## src/verilog/cpu_settings.svh

```systemverilog
`ifndef CPU_SETTINGS_SVH
`define CPU_SETTINGS_SVH
`default_nettype none

// Instruction memory words, indexed by the low PC bits
`define CPU_IMEM_DEPTH 64

// Data memory words, indexed by the low ALU result bits
`define CPU_DMEM_DEPTH 64

// Architectural registers, r0 hardwired to zero
`define CPU_NUM_REGS 8

`default_nettype wire
`endif

```

## src/verilog/isa_pkg.sv

```systemverilog
`default_nettype none

package isa_pkg;

    // Instruction word layout
    //   [15:12] opcode
    //   [11:9]  rs
    //   [8:6]   rt
    //   [5:3]   rd (R-type)
    //   [5:0]   immediate or absolute target
    typedef logic [15:0] word_t;
    typedef logic [2:0]  reg_addr_t;
    typedef logic [3:0]  opcode_t;
    typedef logic [5:0]  imm_t;

    // R-type, rd <= rs op rt
    localparam opcode_t OP_ADD  = 4'd0;
    localparam opcode_t OP_SUB  = 4'd1;
    localparam opcode_t OP_AND  = 4'd2;
    localparam opcode_t OP_OR   = 4'd3;
    localparam opcode_t OP_SLT  = 4'd4;

    // I-type, rt is the destination or the store source
    localparam opcode_t OP_ADDI = 4'd5;
    localparam opcode_t OP_LW   = 4'd6;
    localparam opcode_t OP_SW   = 4'd7;

    // Control transfer with absolute targets
    localparam opcode_t OP_BEQ  = 4'd8;
    localparam opcode_t OP_BNE  = 4'd9;
    localparam opcode_t OP_JMP  = 4'd10;

    // Opcodes 11 to 15 do nothing, 15 doubles as the pipeline bubble
    localparam word_t INSTR_NOP = 16'hf000;

endpackage

`default_nettype wire

```

## src/verilog/pipe_pkg.sv

```systemverilog
`default_nettype none

package pipe_pkg;

    // ALU function chosen in decode
    typedef logic [2:0] alu_op_t;
    localparam alu_op_t ALU_ADD = 3'd0;
    localparam alu_op_t ALU_SUB = 3'd1;
    localparam alu_op_t ALU_AND = 3'd2;
    localparam alu_op_t ALU_OR  = 3'd3;
    localparam alu_op_t ALU_SLT = 3'd4;

    // Data memory access
    typedef logic [1:0] mem_op_t;
    localparam mem_op_t MEM_NONE  = 2'd0;
    localparam mem_op_t MEM_READ  = 2'd1;
    localparam mem_op_t MEM_WRITE = 2'd2;

    // Operand source in execute
    typedef logic [1:0] fwd_sel_t;
    localparam fwd_sel_t FWD_REG = 2'd0;
    localparam fwd_sel_t FWD_WB  = 2'd1;
    localparam fwd_sel_t FWD_MEM = 2'd2;

endpackage

`default_nettype wire

```

## src/verilog/fetch_unit.sv

```systemverilog
`timescale 1ns/1ps
`include "cpu_settings.svh"
`default_nettype none

module fetch_unit (
    input  logic            clk,
    input  logic            rst,
    input  logic            run,
    input  logic            load_req,
    input  isa_pkg::word_t  load_addr,
    input  isa_pkg::word_t  load_data,
    output logic            load_ack,
    input  logic            stall,
    input  logic            jump,
    input  isa_pkg::imm_t   jump_target,
    input  logic            flush,
    input  isa_pkg::imm_t   branch_target,
    output isa_pkg::word_t  if_instr,
    output isa_pkg::word_t  if_pc
);
    import isa_pkg::*;

    localparam int IMEM_AW = $clog2(`CPU_IMEM_DEPTH);

    typedef enum logic {LOAD_IDLE, LOAD_ACK} load_state_t;

    load_state_t load_state;
    logic        load_write;
    word_t       pc;
    word_t       imem [`CPU_IMEM_DEPTH];

    ////////////////////////////////////////////////////////////
    // Four-phase req/ack program load port

    assign load_write = (load_state == LOAD_IDLE) && load_req && !run;
    assign load_ack   = (load_state == LOAD_ACK);

    always_ff @(posedge clk) begin
        if (rst) begin
            load_state <= LOAD_IDLE;
        end else if (load_write) begin
            load_state <= LOAD_ACK;
        end else if (!load_req || run) begin
            load_state <= LOAD_IDLE;
        end
    end

    always_ff @(posedge clk) begin
        if (load_write) begin
            imem[load_addr[IMEM_AW-1:0]] <= load_data;
        end
    end

    ////////////////////////////////////////////////////////////
    // PC and IF/ID latch

    // Redirect priority is flush, then jump, then stall
    always_ff @(posedge clk) begin
        if (rst || !run) begin
            pc       <= '0;
            if_instr <= INSTR_NOP;
            if_pc    <= '0;
        end else if (flush) begin
            pc       <= word_t'(branch_target);
            if_instr <= INSTR_NOP;
        end else if (jump) begin
            pc       <= word_t'(jump_target);
            if_instr <= INSTR_NOP;
        end else if (!stall) begin
            pc       <= pc + 16'd1;
            if_instr <= imem[pc[IMEM_AW-1:0]];
            if_pc    <= pc;
        end
    end

    // Ack is only ever seen while the core is halted
    assert property (@(posedge clk) disable iff (rst) load_ack |-> !run);

endmodule

`default_nettype wire

```

## src/verilog/decode_unit.sv

```systemverilog
`timescale 1ns/1ps
`include "cpu_settings.svh"
`default_nettype none

module decode_unit (
    input  logic                clk,
    input  logic                rst,
    input  logic                flush,
    input  isa_pkg::word_t      if_instr,
    input  isa_pkg::word_t      if_pc,
    input  logic                wb_valid,
    input  isa_pkg::reg_addr_t  wb_reg,
    input  isa_pkg::word_t      wb_data,
    output logic                stall,
    output logic                jump,
    output isa_pkg::imm_t       jump_target,
    output isa_pkg::reg_addr_t  id_rs,
    output isa_pkg::reg_addr_t  id_rt,
    output isa_pkg::reg_addr_t  id_dst,
    output isa_pkg::word_t      id_rs_data,
    output isa_pkg::word_t      id_rt_data,
    output isa_pkg::word_t      id_imm,
    output pipe_pkg::alu_op_t   id_alu_op,
    output logic                id_alu_src,
    output logic                id_reg_write,
    output logic                id_branch_eq,
    output logic                id_branch_ne,
    output pipe_pkg::mem_op_t   id_mem_op,
    output isa_pkg::imm_t       id_target
);
    import isa_pkg::*;
    import pipe_pkg::*;

    opcode_t   op;
    reg_addr_t rs, rt, rd, dst;
    imm_t      imm;
    logic      r_type, alu_src, reg_write;
    alu_op_t   alu_op;
    mem_op_t   mem_op;
    word_t     rs_data, rt_data;
    word_t     regs [`CPU_NUM_REGS];

    ////////////////////////////////////////////////////////////
    // Field split and control decode

    assign op  = if_instr[15:12];
    assign rs  = if_instr[11:9];
    assign rt  = if_instr[8:6];
    assign rd  = if_instr[5:3];
    assign imm = if_instr[5:0];

    assign r_type    = (op <= OP_SLT);
    assign alu_src   = (op == OP_ADDI) || (op == OP_LW) || (op == OP_SW);
    assign reg_write = r_type || (op == OP_ADDI) || (op == OP_LW);
    assign dst       = r_type ? rd : rt;
    assign mem_op    = (op == OP_LW) ? MEM_READ : (op == OP_SW) ? MEM_WRITE : MEM_NONE;

    // Immediate forms and branches all fall back to add
    always_comb begin
        case (op)
            OP_SUB:  alu_op = ALU_SUB;
            OP_AND:  alu_op = ALU_AND;
            OP_OR:   alu_op = ALU_OR;
            OP_SLT:  alu_op = ALU_SLT;
            default: alu_op = ALU_ADD;
        endcase
    end

    assign jump        = (op == OP_JMP);
    assign jump_target = imm;

    // Load in ID/EX feeding this instruction, wait one cycle
    assign stall = (id_mem_op == MEM_READ) && id_reg_write &&
                   (id_dst == rs || id_dst == rt) && !jump;

    ////////////////////////////////////////////////////////////
    // Register file, write-through to the same-cycle read

    always_ff @(posedge clk) begin
        if (rst) begin
            for (int i = 0; i < `CPU_NUM_REGS; i++) begin
                regs[i] <= '0;
            end
        end else if (wb_valid) begin
            regs[wb_reg] <= wb_data;
        end
    end

    assign rs_data = (wb_valid && wb_reg == rs) ? wb_data : regs[rs];
    assign rt_data = (wb_valid && wb_reg == rt) ? wb_data : regs[rt];

    ////////////////////////////////////////////////////////////
    // ID/EX latch

    always_ff @(posedge clk) begin
        if (rst || flush || stall) begin
            id_reg_write <= 1'b0;
            id_mem_op    <= MEM_NONE;
            id_branch_eq <= 1'b0;
            id_branch_ne <= 1'b0;
        end else begin
            // r0 destination turns into a no-write here
            id_reg_write <= reg_write && (dst != '0);
            id_mem_op    <= mem_op;
            id_branch_eq <= (op == OP_BEQ);
            id_branch_ne <= (op == OP_BNE);
        end
    end

    always_ff @(posedge clk) begin
        id_rs      <= rs;
        id_rt      <= rt;
        id_dst     <= dst;
        id_rs_data <= rs_data;
        id_rt_data <= rt_data;
        id_imm     <= word_t'(imm);
        id_alu_op  <= alu_op;
        id_alu_src <= alu_src;
        id_target  <= imm;
    end

    // Nothing retiring from memory_unit ever lands in r0
    assert property (@(posedge clk) disable iff (rst) wb_valid |-> wb_reg != '0);

    // Fetch keeps the stalled instruction in IF/ID unless it was halted
    assert property (@(posedge clk) disable iff (rst)
        stall && !flush |=> $stable(if_pc) || if_instr == INSTR_NOP);

endmodule

`default_nettype wire

```

## src/verilog/execute_unit.sv

```systemverilog
`timescale 1ns/1ps
`default_nettype none

module execute_unit (
    input  logic                clk,
    input  logic                rst,
    input  logic                flush,
    input  isa_pkg::reg_addr_t  id_rs,
    input  isa_pkg::reg_addr_t  id_rt,
    input  isa_pkg::reg_addr_t  id_dst,
    input  isa_pkg::word_t      id_rs_data,
    input  isa_pkg::word_t      id_rt_data,
    input  isa_pkg::word_t      id_imm,
    input  pipe_pkg::alu_op_t   id_alu_op,
    input  logic                id_alu_src,
    input  logic                id_reg_write,
    input  logic                id_branch_eq,
    input  logic                id_branch_ne,
    input  pipe_pkg::mem_op_t   id_mem_op,
    input  isa_pkg::imm_t       id_target,
    input  logic                wb_valid,
    input  isa_pkg::reg_addr_t  wb_reg,
    input  isa_pkg::word_t      wb_data,
    output isa_pkg::word_t      ex_alu_result,
    output isa_pkg::word_t      ex_store_data,
    output isa_pkg::reg_addr_t  ex_dst,
    output logic                ex_reg_write,
    output pipe_pkg::mem_op_t   ex_mem_op,
    output logic                ex_branch_eq,
    output logic                ex_branch_ne,
    output logic                ex_equal,
    output isa_pkg::imm_t       ex_target
);
    import isa_pkg::*;
    import pipe_pkg::*;

    fwd_sel_t fwd_a, fwd_b;
    word_t    opnd_a, opnd_b, alu_b, alu_y;
    logic     id_active;

    // EX/MEM is the newer producer, so it is checked first
    function automatic fwd_sel_t pick_source(reg_addr_t src);
        if (src != '0 && ex_reg_write && ex_mem_op != MEM_READ && ex_dst == src) begin
            return FWD_MEM;
        end
        if (src != '0 && wb_valid && wb_reg == src) begin
            return FWD_WB;
        end
        return FWD_REG;
    endfunction

    function automatic word_t forward(fwd_sel_t sel, word_t reg_val);
        case (sel)
            FWD_MEM: return ex_alu_result;
            FWD_WB:  return wb_data;
            default: return reg_val;
        endcase
    endfunction

    always_comb begin
        fwd_a  = pick_source(id_rs);
        fwd_b  = pick_source(id_rt);
        opnd_a = forward(fwd_a, id_rs_data);
        opnd_b = forward(fwd_b, id_rt_data);
        alu_b  = id_alu_src ? id_imm : opnd_b;
    end

    ////////////////////////////////////////////////////////////
    // ALU, slt is unsigned

    always_comb begin
        case (id_alu_op)
            ALU_SUB: alu_y = opnd_a - alu_b;
            ALU_AND: alu_y = opnd_a & alu_b;
            ALU_OR:  alu_y = opnd_a | alu_b;
            ALU_SLT: alu_y = word_t'(opnd_a < alu_b);
            default: alu_y = opnd_a + alu_b;
        endcase
    end

    ////////////////////////////////////////////////////////////
    // EX/MEM latch

    always_ff @(posedge clk) begin
        if (rst || flush) begin
            ex_reg_write <= 1'b0;
            ex_mem_op    <= MEM_NONE;
            ex_branch_eq <= 1'b0;
            ex_branch_ne <= 1'b0;
        end else begin
            ex_reg_write <= id_reg_write;
            ex_mem_op    <= id_mem_op;
            ex_branch_eq <= id_branch_eq;
            ex_branch_ne <= id_branch_ne;
        end
    end

    always_ff @(posedge clk) begin
        ex_alu_result <= alu_y;
        ex_store_data <= opnd_b;
        ex_dst        <= id_dst;
        ex_equal      <= (opnd_a == opnd_b);
        ex_target     <= id_target;
    end

    assign id_active = id_reg_write || id_mem_op != MEM_NONE || id_branch_eq || id_branch_ne;

    // Decode stall keeps a load's consumer one slot behind it
    assert property (@(posedge clk) disable iff (rst)
        ex_mem_op == MEM_READ && ex_reg_write && id_active |->
            id_rs != ex_dst && id_rt != ex_dst);

endmodule

`default_nettype wire

```

## src/verilog/memory_unit.sv

```systemverilog
`timescale 1ns/1ps
`include "cpu_settings.svh"
`default_nettype none

module memory_unit (
    input  logic                clk,
    input  logic                rst,
    input  isa_pkg::word_t      ex_alu_result,
    input  isa_pkg::word_t      ex_store_data,
    input  isa_pkg::reg_addr_t  ex_dst,
    input  logic                ex_reg_write,
    input  pipe_pkg::mem_op_t   ex_mem_op,
    input  logic                ex_branch_eq,
    input  logic                ex_branch_ne,
    input  logic                ex_equal,
    input  isa_pkg::imm_t       ex_target,
    output logic                flush,
    output isa_pkg::imm_t       branch_target,
    output logic                wb_valid,
    output isa_pkg::reg_addr_t  wb_reg,
    output isa_pkg::word_t      wb_data
);
    import isa_pkg::*;
    import pipe_pkg::*;

    localparam int DMEM_AW = $clog2(`CPU_DMEM_DEPTH);

    logic [DMEM_AW-1:0] addr;
    logic               wb_is_load;
    word_t              wb_alu, wb_load;
    word_t              dmem [`CPU_DMEM_DEPTH];

    assign addr = ex_alu_result[DMEM_AW-1:0];

    always_ff @(posedge clk) begin
        if (ex_mem_op == MEM_WRITE) begin
            dmem[addr] <= ex_store_data;
        end
    end

    // Branch taken, drop the three younger instructions
    assign flush         = (ex_branch_eq && ex_equal) || (ex_branch_ne && !ex_equal);
    assign branch_target = ex_target;

    ////////////////////////////////////////////////////////////
    // MEM/WB latch and writeback select

    always_ff @(posedge clk) begin
        if (rst) begin
            wb_valid   <= 1'b0;
            wb_is_load <= 1'b0;
        end else begin
            wb_valid   <= ex_reg_write;
            wb_is_load <= (ex_mem_op == MEM_READ);
        end
    end

    always_ff @(posedge clk) begin
        wb_reg  <= ex_dst;
        wb_alu  <= ex_alu_result;
        wb_load <= dmem[addr];
    end

    assign wb_data = wb_is_load ? wb_load : wb_alu;

endmodule

`default_nettype wire

```

## src/verilog/cpu.sv

```systemverilog
`timescale 1ns/1ps
`default_nettype none

module cpu (
    input  logic                clk,
    input  logic                rst,
    input  logic                run,
    input  logic                load_req,
    input  isa_pkg::word_t      load_addr,
    input  isa_pkg::word_t      load_data,
    output logic                load_ack,
    output logic                wb_valid,
    output isa_pkg::reg_addr_t  wb_reg,
    output isa_pkg::word_t      wb_data
);
    import isa_pkg::*;
    import pipe_pkg::*;

    // IF/ID and redirects
    word_t     if_instr, if_pc;
    logic      stall, jump, flush;
    imm_t      jump_target, branch_target;

    // ID/EX
    reg_addr_t id_rs, id_rt, id_dst;
    word_t     id_rs_data, id_rt_data, id_imm;
    alu_op_t   id_alu_op;
    mem_op_t   id_mem_op;
    logic      id_alu_src, id_reg_write, id_branch_eq, id_branch_ne;
    imm_t      id_target;

    // EX/MEM
    word_t     ex_alu_result, ex_store_data;
    reg_addr_t ex_dst;
    mem_op_t   ex_mem_op;
    logic      ex_reg_write, ex_branch_eq, ex_branch_ne, ex_equal;
    imm_t      ex_target;

    fetch_unit u_fetch (
        .clk(clk), .rst(rst), .run(run),
        .load_req(load_req), .load_addr(load_addr), .load_data(load_data),
        .load_ack(load_ack),
        .stall(stall), .jump(jump), .jump_target(jump_target),
        .flush(flush), .branch_target(branch_target),
        .if_instr(if_instr), .if_pc(if_pc)
    );

    decode_unit u_decode (
        .clk(clk), .rst(rst), .flush(flush),
        .if_instr(if_instr), .if_pc(if_pc),
        .wb_valid(wb_valid), .wb_reg(wb_reg), .wb_data(wb_data),
        .stall(stall), .jump(jump), .jump_target(jump_target),
        .id_rs(id_rs), .id_rt(id_rt), .id_dst(id_dst),
        .id_rs_data(id_rs_data), .id_rt_data(id_rt_data), .id_imm(id_imm),
        .id_alu_op(id_alu_op), .id_alu_src(id_alu_src), .id_reg_write(id_reg_write),
        .id_branch_eq(id_branch_eq), .id_branch_ne(id_branch_ne),
        .id_mem_op(id_mem_op), .id_target(id_target)
    );

    execute_unit u_execute (
        .clk(clk), .rst(rst), .flush(flush),
        .id_rs(id_rs), .id_rt(id_rt), .id_dst(id_dst),
        .id_rs_data(id_rs_data), .id_rt_data(id_rt_data), .id_imm(id_imm),
        .id_alu_op(id_alu_op), .id_alu_src(id_alu_src), .id_reg_write(id_reg_write),
        .id_branch_eq(id_branch_eq), .id_branch_ne(id_branch_ne),
        .id_mem_op(id_mem_op), .id_target(id_target),
        .wb_valid(wb_valid), .wb_reg(wb_reg), .wb_data(wb_data),
        .ex_alu_result(ex_alu_result), .ex_store_data(ex_store_data),
        .ex_dst(ex_dst), .ex_reg_write(ex_reg_write), .ex_mem_op(ex_mem_op),
        .ex_branch_eq(ex_branch_eq), .ex_branch_ne(ex_branch_ne),
        .ex_equal(ex_equal), .ex_target(ex_target)
    );

    memory_unit u_memory (
        .clk(clk), .rst(rst),
        .ex_alu_result(ex_alu_result), .ex_store_data(ex_store_data),
        .ex_dst(ex_dst), .ex_reg_write(ex_reg_write), .ex_mem_op(ex_mem_op),
        .ex_branch_eq(ex_branch_eq), .ex_branch_ne(ex_branch_ne),
        .ex_equal(ex_equal), .ex_target(ex_target),
        .flush(flush), .branch_target(branch_target),
        .wb_valid(wb_valid), .wb_reg(wb_reg), .wb_data(wb_data)
    );

endmodule

`default_nettype wire

```

## config.mk

```make
export PLATFORM = sky130hd
export DESIGN_NAME = cpu
export DESIGN_NICKNAME = d
export VERILOG_FILES = /design/src/verilog/isa_pkg.sv /design/src/verilog/pipe_pkg.sv /design/src/verilog/fetch_unit.sv /design/src/verilog/decode_unit.sv /design/src/verilog/execute_unit.sv /design/src/verilog/memory_unit.sv /design/src/verilog/cpu.sv
export VERILOG_INCLUDE_DIRS = /design/src /design/src/verilog
export SDC_FILE = /design/constraint.sdc
export NUM_CORES = 2
export LEC_CHECK = 0
export BUFFER_PORTS_ARGS = -buffer_cell sky130_fd_sc_hd__buf_4
export CAP_MARGIN = 20
export CORE_MARGIN = 2
export CORE_UTILIZATION = 65
export CTS_CLUSTER_SIZE = 10
export DETAILED_ROUTE_END_ITERATION = 12
export PLACE_DENSITY = 0.81
export SLEW_MARGIN = 20
export SYNTH_ARGS = -nofsm -noshare
export SYNTH_HDL_FRONTEND = slang
export SYNTH_SLANG_ARGS = --single-unit
```

## constraint.sdc

```tcl
create_clock -name clk -period 11.7 [get_ports clk]
set_input_delay 2.34 -clock clk [delete_from_list [all_inputs] [get_ports clk]]
set_output_delay 2.34 -clock clk [all_outputs]
set_load 0.05 [all_outputs]
```

Word-level counts from Yosys, hierarchy flattened
Memories as Yosys holds them, arrays and structs flattened. A register that Yosys moved wholly into a read port is not among the register bits. Cells that the tools add are included.

Register bits: 141. Bits in writable memories: 2176. Input port bits: 36. Output and inout bits: 21. Word-level logic and storage cells: 156. Memories kept: 3.

Memory list: u_fetch.imem (depth 64, width 16, rd ports 1, clocked after memory_dff 1, write ports 1, line fetch_unit.sv:30) `` word_t imem [`CPU_IMEM_DEPTH]; ``; u_memory.dmem (depth 64, width 16, rd ports 1, clocked after memory_dff 1, write ports 1, line memory_unit.sv:31) `` word_t dmem [`CPU_DMEM_DEPTH]; ``; u_decode.regs (depth 8, width 16, rd ports 2, clocked after memory_dff 0, write ports 8, line decode_unit.sv:41) `` word_t regs [`CPU_NUM_REGS]; ``.

Add/sub/neg operators: 3. Magnitude comparators: 2. Equality and inequality tests: 32. Muxes and demuxes: 42. Bitwise logic cells: 3. Reduce and logical (&&, ||, !) cells: 42.

Operators with widths (number): $mux 16 (5); $pmux 16 s2 (2); $pmux 16 s4 (1); $eq 3x3->1 (8); $logic_and 1x1->1 (20); $mux 1 (19); $mux 2 (9); $mux 6 (3); $add 16x1->16 const B (1); $add 16x16->16 (1); $and 16x16->16 (1); $eq 16x16->1 (1); $eq 4x3->1 const B (4); $lt 16x16->1 (1); $or 16x16->16 (1); $reduce_or 16->1 (1); $sub 16x16->16 (1); $eq 4x4->1 const B (3); $pmux 3 s4 (1); $logic_or 1x1->1 (10); $reduce_bool 3->1 (3); $eq 2x1->1 const B (4); $eq 4x2->1 const B (2); $eq 2x2->1 const B (3); other kinds (13) (19).

Logic depth before layout (Yosys ltp)
Depth after elaboration: 13. Gate-level depth with buffers: 21. Mapped depth without buffers: 18.

Hierarchy
A second synthesis with hierarchy kept.

Cells, all modules: 5530. Area, all modules: 95260.1 um2.

By module, submodules not included: fetch_unit (instances 1, cells each 2008, area each 41315.9 um2, seq. area each 31730.4 um2); memory_unit (instances 1, cells each 2280, area each 40365.0 um2, seq. area each 31490.2 um2); decode_unit (instances 1, cells each 600, area each 8720.9 um2, seq. area each 4964.8 um2); execute_unit (instances 1, cells each 642, area each 4858.4 um2, seq. area each 940.9 um2).

Worst setup path before layout
OpenSTA, ideal clock, no wires.

Path kind: reg2reg. Start: register u_memory.wb_reg[1]. End: register u_execute.ex_alu_result[14]. Arrival: 4.562 ns. Setup slack: 7.067 ns. Stages on the path, launching flop included: 21. Period minus slack after synthesis: 4.633 ns. Path through: dfxtp_1 -> buf_2 -> inv_1 -> a21oi_1 -> o2111ai_1 -> a31oi_1 -> clkbuf_1 -> a221o_1 -> mux2i_1 -> inv_1 -> ha_1 -> inv_1 -> fa_1 -> nand2b_1 -> a21oi_1 -> o31a_1 -> o22a_1 -> a31oi_1 -> o31ai_1 -> a2111oi_0 -> a2bb2oi_1.

Word-level cells in the longest chain between the ends: 11. Elaborated cells between the ends (all ways): 26.

RTL lines: start, declared (line memory_unit.sv:20) `output isa_pkg::reg_addr_t wb_reg,`; start signal, assigned (line memory_unit.sv:59) `wb_reg <= ex_dst;`; $eq 3x3->1 * (line execute_unit.sv:46) `if (src != '0 && wb_valid && wb_reg == src) begin`; $logic_and 1x1->1 * (line execute_unit.sv:46); $mux 1 (2 in series) (line execute_unit.sv:46); $mux 2 * (line execute_unit.sv:49) `return FWD_REG;`; $mux 2 * (line execute_unit.sv:46); $eq 2x1->1 or $eq 2x2->1 (tied branches) (line execute_unit.sv:53) `case (sel)`; $pmux 16 s2 * (line execute_unit.sv:53); named net u_execute.opnd_b[0] (line execute_unit.sv:38) `word_t opnd_a, opnd_b, alu_b, alu_y;`; $mux 16 * (line execute_unit.sv:65) `alu_b = id_alu_src ? id_imm : opnd_b;`; $add 16x16->16 or $sub 16x16->16 (tied branches) (line execute_unit.sv:77, execute_unit.sv:73); $pmux 16 s4 * (line execute_unit.sv:72) `case (id_alu_op)`; named net u_execute.alu_y[14] (line execute_unit.sv:38); end signal, assigned (line execute_unit.sv:99) `ex_alu_result <= alu_y;`; end, declared (line execute_unit.sv:24) `output isa_pkg::word_t ex_alu_result,`.

Mark *: on every way through the listed nets, which the timed path passes. The rest lies on a longest branch. The select of a mux whose other input is x is not followed. A chain may end at the register's enable or synchronous reset.

Worst setup path after layout
Start: register u_decode.id_rt[0]. End: register u_execute.ex_alu_result[15].

Word-level cells in the longest chain between the ends: 12. Elaborated cells between the ends (all ways): 23.

RTL lines: start, declared (line decode_unit.sv:18) `output isa_pkg::reg_addr_t id_rt,`; start signal, assigned (line decode_unit.sv:112) `id_rt <= rt;`; $reduce_bool 3->1 (line execute_unit.sv:43, execute_unit.sv:46); $logic_and 1x1->1 (2 in series) (line execute_unit.sv:46); $mux 1 (2 in series) (line execute_unit.sv:46); $mux 2 (line execute_unit.sv:49); $mux 2 * (line execute_unit.sv:46); $eq 2x1->1 or $eq 2x2->1 (tied branches) (line execute_unit.sv:53); $pmux 16 s2 * (line execute_unit.sv:53); named net u_execute.opnd_b[0] (line execute_unit.sv:38); $mux 16 * (line execute_unit.sv:65); $add 16x16->16 or $sub 16x16->16 (tied branches) (line execute_unit.sv:77, execute_unit.sv:73); $pmux 16 s4 * (line execute_unit.sv:72); named net u_execute.alu_y[15] (line execute_unit.sv:38).

Marks and branches as above.

==> metrics.md <==
| Metric | Value |
|---|---|
| Num CTS Buffers | `284` |
| DIE AREA | `142000 µm²` |
| Register Area | `68700 µm²` |
| Clock transition at the registers of the reported paths | `approximately 60 ps` |
| Area delta synth->final | `11.7%` |
| Initial drt markers | `slightly below 9000` |
| Internal Power | `between 10 and 15 mW` |
| Final Critical Period | `5430 ps` |
| Final Cycle Share | `46.4%` |
| Logic gate share of total power | `9.7%` |
| Most frequent cell after synthesis | `edfxtp_1` |
| Clk pwr share | `approximately two fifths` |
| Setup TNS | `0 ps` |
| Post-DP HPWL | `126 mm` |
| Grt total ovfl | `0` |
| Post-synthesis net count | `4958` |
| Crit Path Max Fanout | `18` |
| Syn avg cell area | `around 19 µm²` |
| TritonCTS clock tree | `built` |
| Leakage | `between 30 and 40 nW` |
| Core ar. | `between 100000 and 150000 µm²` |
| DRT Pass-1 Iters | `6` |
| EDFF count, synth | `2176` |
| Core Util, Final | `~73%` |
| Area used by multi-input combinational logic | `20400 µm²` |
| Power per cell area | `187 nW/µm²` |
| Drt total wl | `249 mm` |
| Standard-cell row count | `136` |
| Max VDD drop | `0.236 mV` |
| Top-area cell type share of the netlist area | `72.2%` |
| Residual DRC count | `0` |
| Sw Pwr | `about 4.6 mW` |
| Final Skew | `81.4 ps` |
| Clock Sinks | `2339` |
| Total Nets Final | `~5200` |
| FF+latch count, synth | `2339` |
| Port Buffers | `46` |
| Outcome | `completed` |
| Register area share after synthesis | `75.8%` |
| Max-cap violations | `0` |
| Clock Latency Late Sink | `between 900 and 1000 ps` |
| Final Setup Violations | `0` |
| List of most frequent post-synthesis cells | `2176 x edfxtp_1, 408 x nor2_1, 400 x mux4_2` |
| Ys async rst share | `0%` |
| Seq pwr share | `between 40% and 50%` |
| Synth area leaders | `edfxtp_1 72%, mux4_2 10%, dfxtp_1 3.6%` |
| RSZ-0062 raised after global routing | `no` |
| DR vias | `just over 50000` |
| Setup crit start kind | `flop` |
| Average wire per cell in the routed design | `roughly 36 µm` |
| Post-Syn Area | `90500 µm²` |
| Clk buf depth | `4` |
| Post-cts sizing count | `0` |
| Worst-margin pin slew | `about 1200 ps` |
| Syn Inst Count | `approximately 4900` |
| I/O pin count | `57` |
| GRT Total Usage | `35.4%` |
| Required time worst endpoint | `approximately 12000 ps` |
| Sw Share | `24.5%` |
| Hold_buf cts | `0` |
| Vias in the first global route | `51400` |
| Yosys warns | `0` |
| Main synth FF type | `edfxtp_1` |
| Die height | `377 µm` |
| Setup CP Type | `flop to flop` |
| Final Power | `18.9 mW` |
| Share of cells above drive strength 1 | `19.4%` |
| Average via count per standard cell | `7.44` |
| Hold Path Class | `flop to flop` |
| Synth area leader | `edfxtp_1` |
| Final hold violations | `0` |
| GP Congestion | `0.896` |
| H-tree depth | `5` |
| Arr. time, crit path | `6160 ps` |
| Max Fclk | `0.184 GHz` |
| Max-slew violation count | `0` |
| Die width | `377 µm` |
| Crit. End Element | `flop` |
| Root Buffer | `clkbuf_16` |
| Antenna viol nets, final | `0` |
| Setup bufs post-CTS | `0` |
| First-pass GRT wire length | `359 mm` |
| Headroom to the max-slew limit | `19.4%` |
| Netlist cell types | `75` |
| Largest net degree at the start of global routing | `164` |
| Initial Util | `65.7%` |
| Fill cells | `7215` |
| Initial antenna violation count | `11` |
-- layout make-up --
type,instances,share of cell area (%)
Sequential cell,2339,67.9
Timing Repair Buffer,245,1.90
Tap cell,1794,2.22
Inverter,102,0.379
Antenna cell,1,0.00247
Multi-Input combinational cell,2119,20.1
Clock buffer,358,7.41
Clock inverter,7,0.0470
-- layer usage --
layer | global-route usage, % | part of all wire, %
met5 | 0 | 0.046
met4 | 20.0 | 6.5
met3 | 7.15 | 11
met2 | 56.8 | 49
met1 | 45.9 | 33
-- stage by stage --
stage	hold WS [ps]	area, µm²	instances	setup WS, ps
finish	363	101000	6965	6270
global route	362	101000	6964	5980
CTS	360	101000	6961	6240
detailed placement	351	93500	6596	6410
global placement	348	93500	6596	6450
floorplan	326	90500	4870	7070
-- cells by family after synthesis --
| logic type | Yosys count | synth area share, % |
|---|---|---|
| and+or+nand+nor | 668 | 3.32 |
| AOI/OAI and AO/OA | 881 | 7.15 |
| adders and majority gates | 52 | 0.735 |
| xor gates and xnor gates | 45 | 0.435 |
| muxes | 473 | 10.8 |
| buffers and inverters | 412 | 1.79 |
| DFF | 2339 | 75.8 |
-- final timing paths --
check                                         from                          end  slack [ps]  depth (start not counted)
worst max-delay path             u_decode.id_rt[0]  u_execute.ex_alu_result[15]        6270                         18
worst min-delay path            u_decode.id_imm[4]       u_execute.ex_target[4]         360                          0
worst max register to register   u_decode.id_rt[0]  u_execute.ex_alu_result[15]        6270                         18
worst min register to register  u_decode.id_imm[4]       u_execute.ex_target[4]         360                          0
-- power groups by stage --
stage / registers (mW) / clock network (mW) / logic (mW)
2_1_floorplan: 9.55 / 0 / 1.04
3_3_place_gp: 9.58 / 0 / 1.70
3_5_place_dp: 9.59 / 0 / 1.74
4_1_cts: 9.43 / 7.64 / 1.78
5_1_grt: 9.44 / 7.92 / 1.89
6_report: 9.43 / 7.62 / 1.84
-- cells in the final DEF, fill, tap and decap left out, types with 69 or more instances in the layout --
| master | count |
|---|---|
| inv_1 | 102 |
| clkbuf_16 | 289 |
| nor2_1 | 407 |
| mux4_2 | 400 |
| a221oi_1 | 102 |
| a22o_1 | 75 |
| dfxtp_1 | 139 |
| edfxtp_1 | 2176 |
| buf_4 | 236 |
| a31oi_1 | 78 |
| a21oi_1 | 108 |
| clkbuf_1 | 69 |
| a22oi_1 | 367 |
-- worst max-delay path, stage by stage, from the launching register on --
cell and delay [ps]:
dfxtp_1 420, or3b_1 380, a211oi_2 220, o21ai_2 70, buf_4 210, and2_1 230, buf_4 220, a221o_1 420
mux2i_1 190, inv_1 110, ha_1 190, or2_2 290, a221oi_1 440, o22ai_1 250, o41a_1 410, a221oi_1 700
a31o_2 290, o21a_1 120, o221ai_1 120
Power figures use the tool's default switching activity.
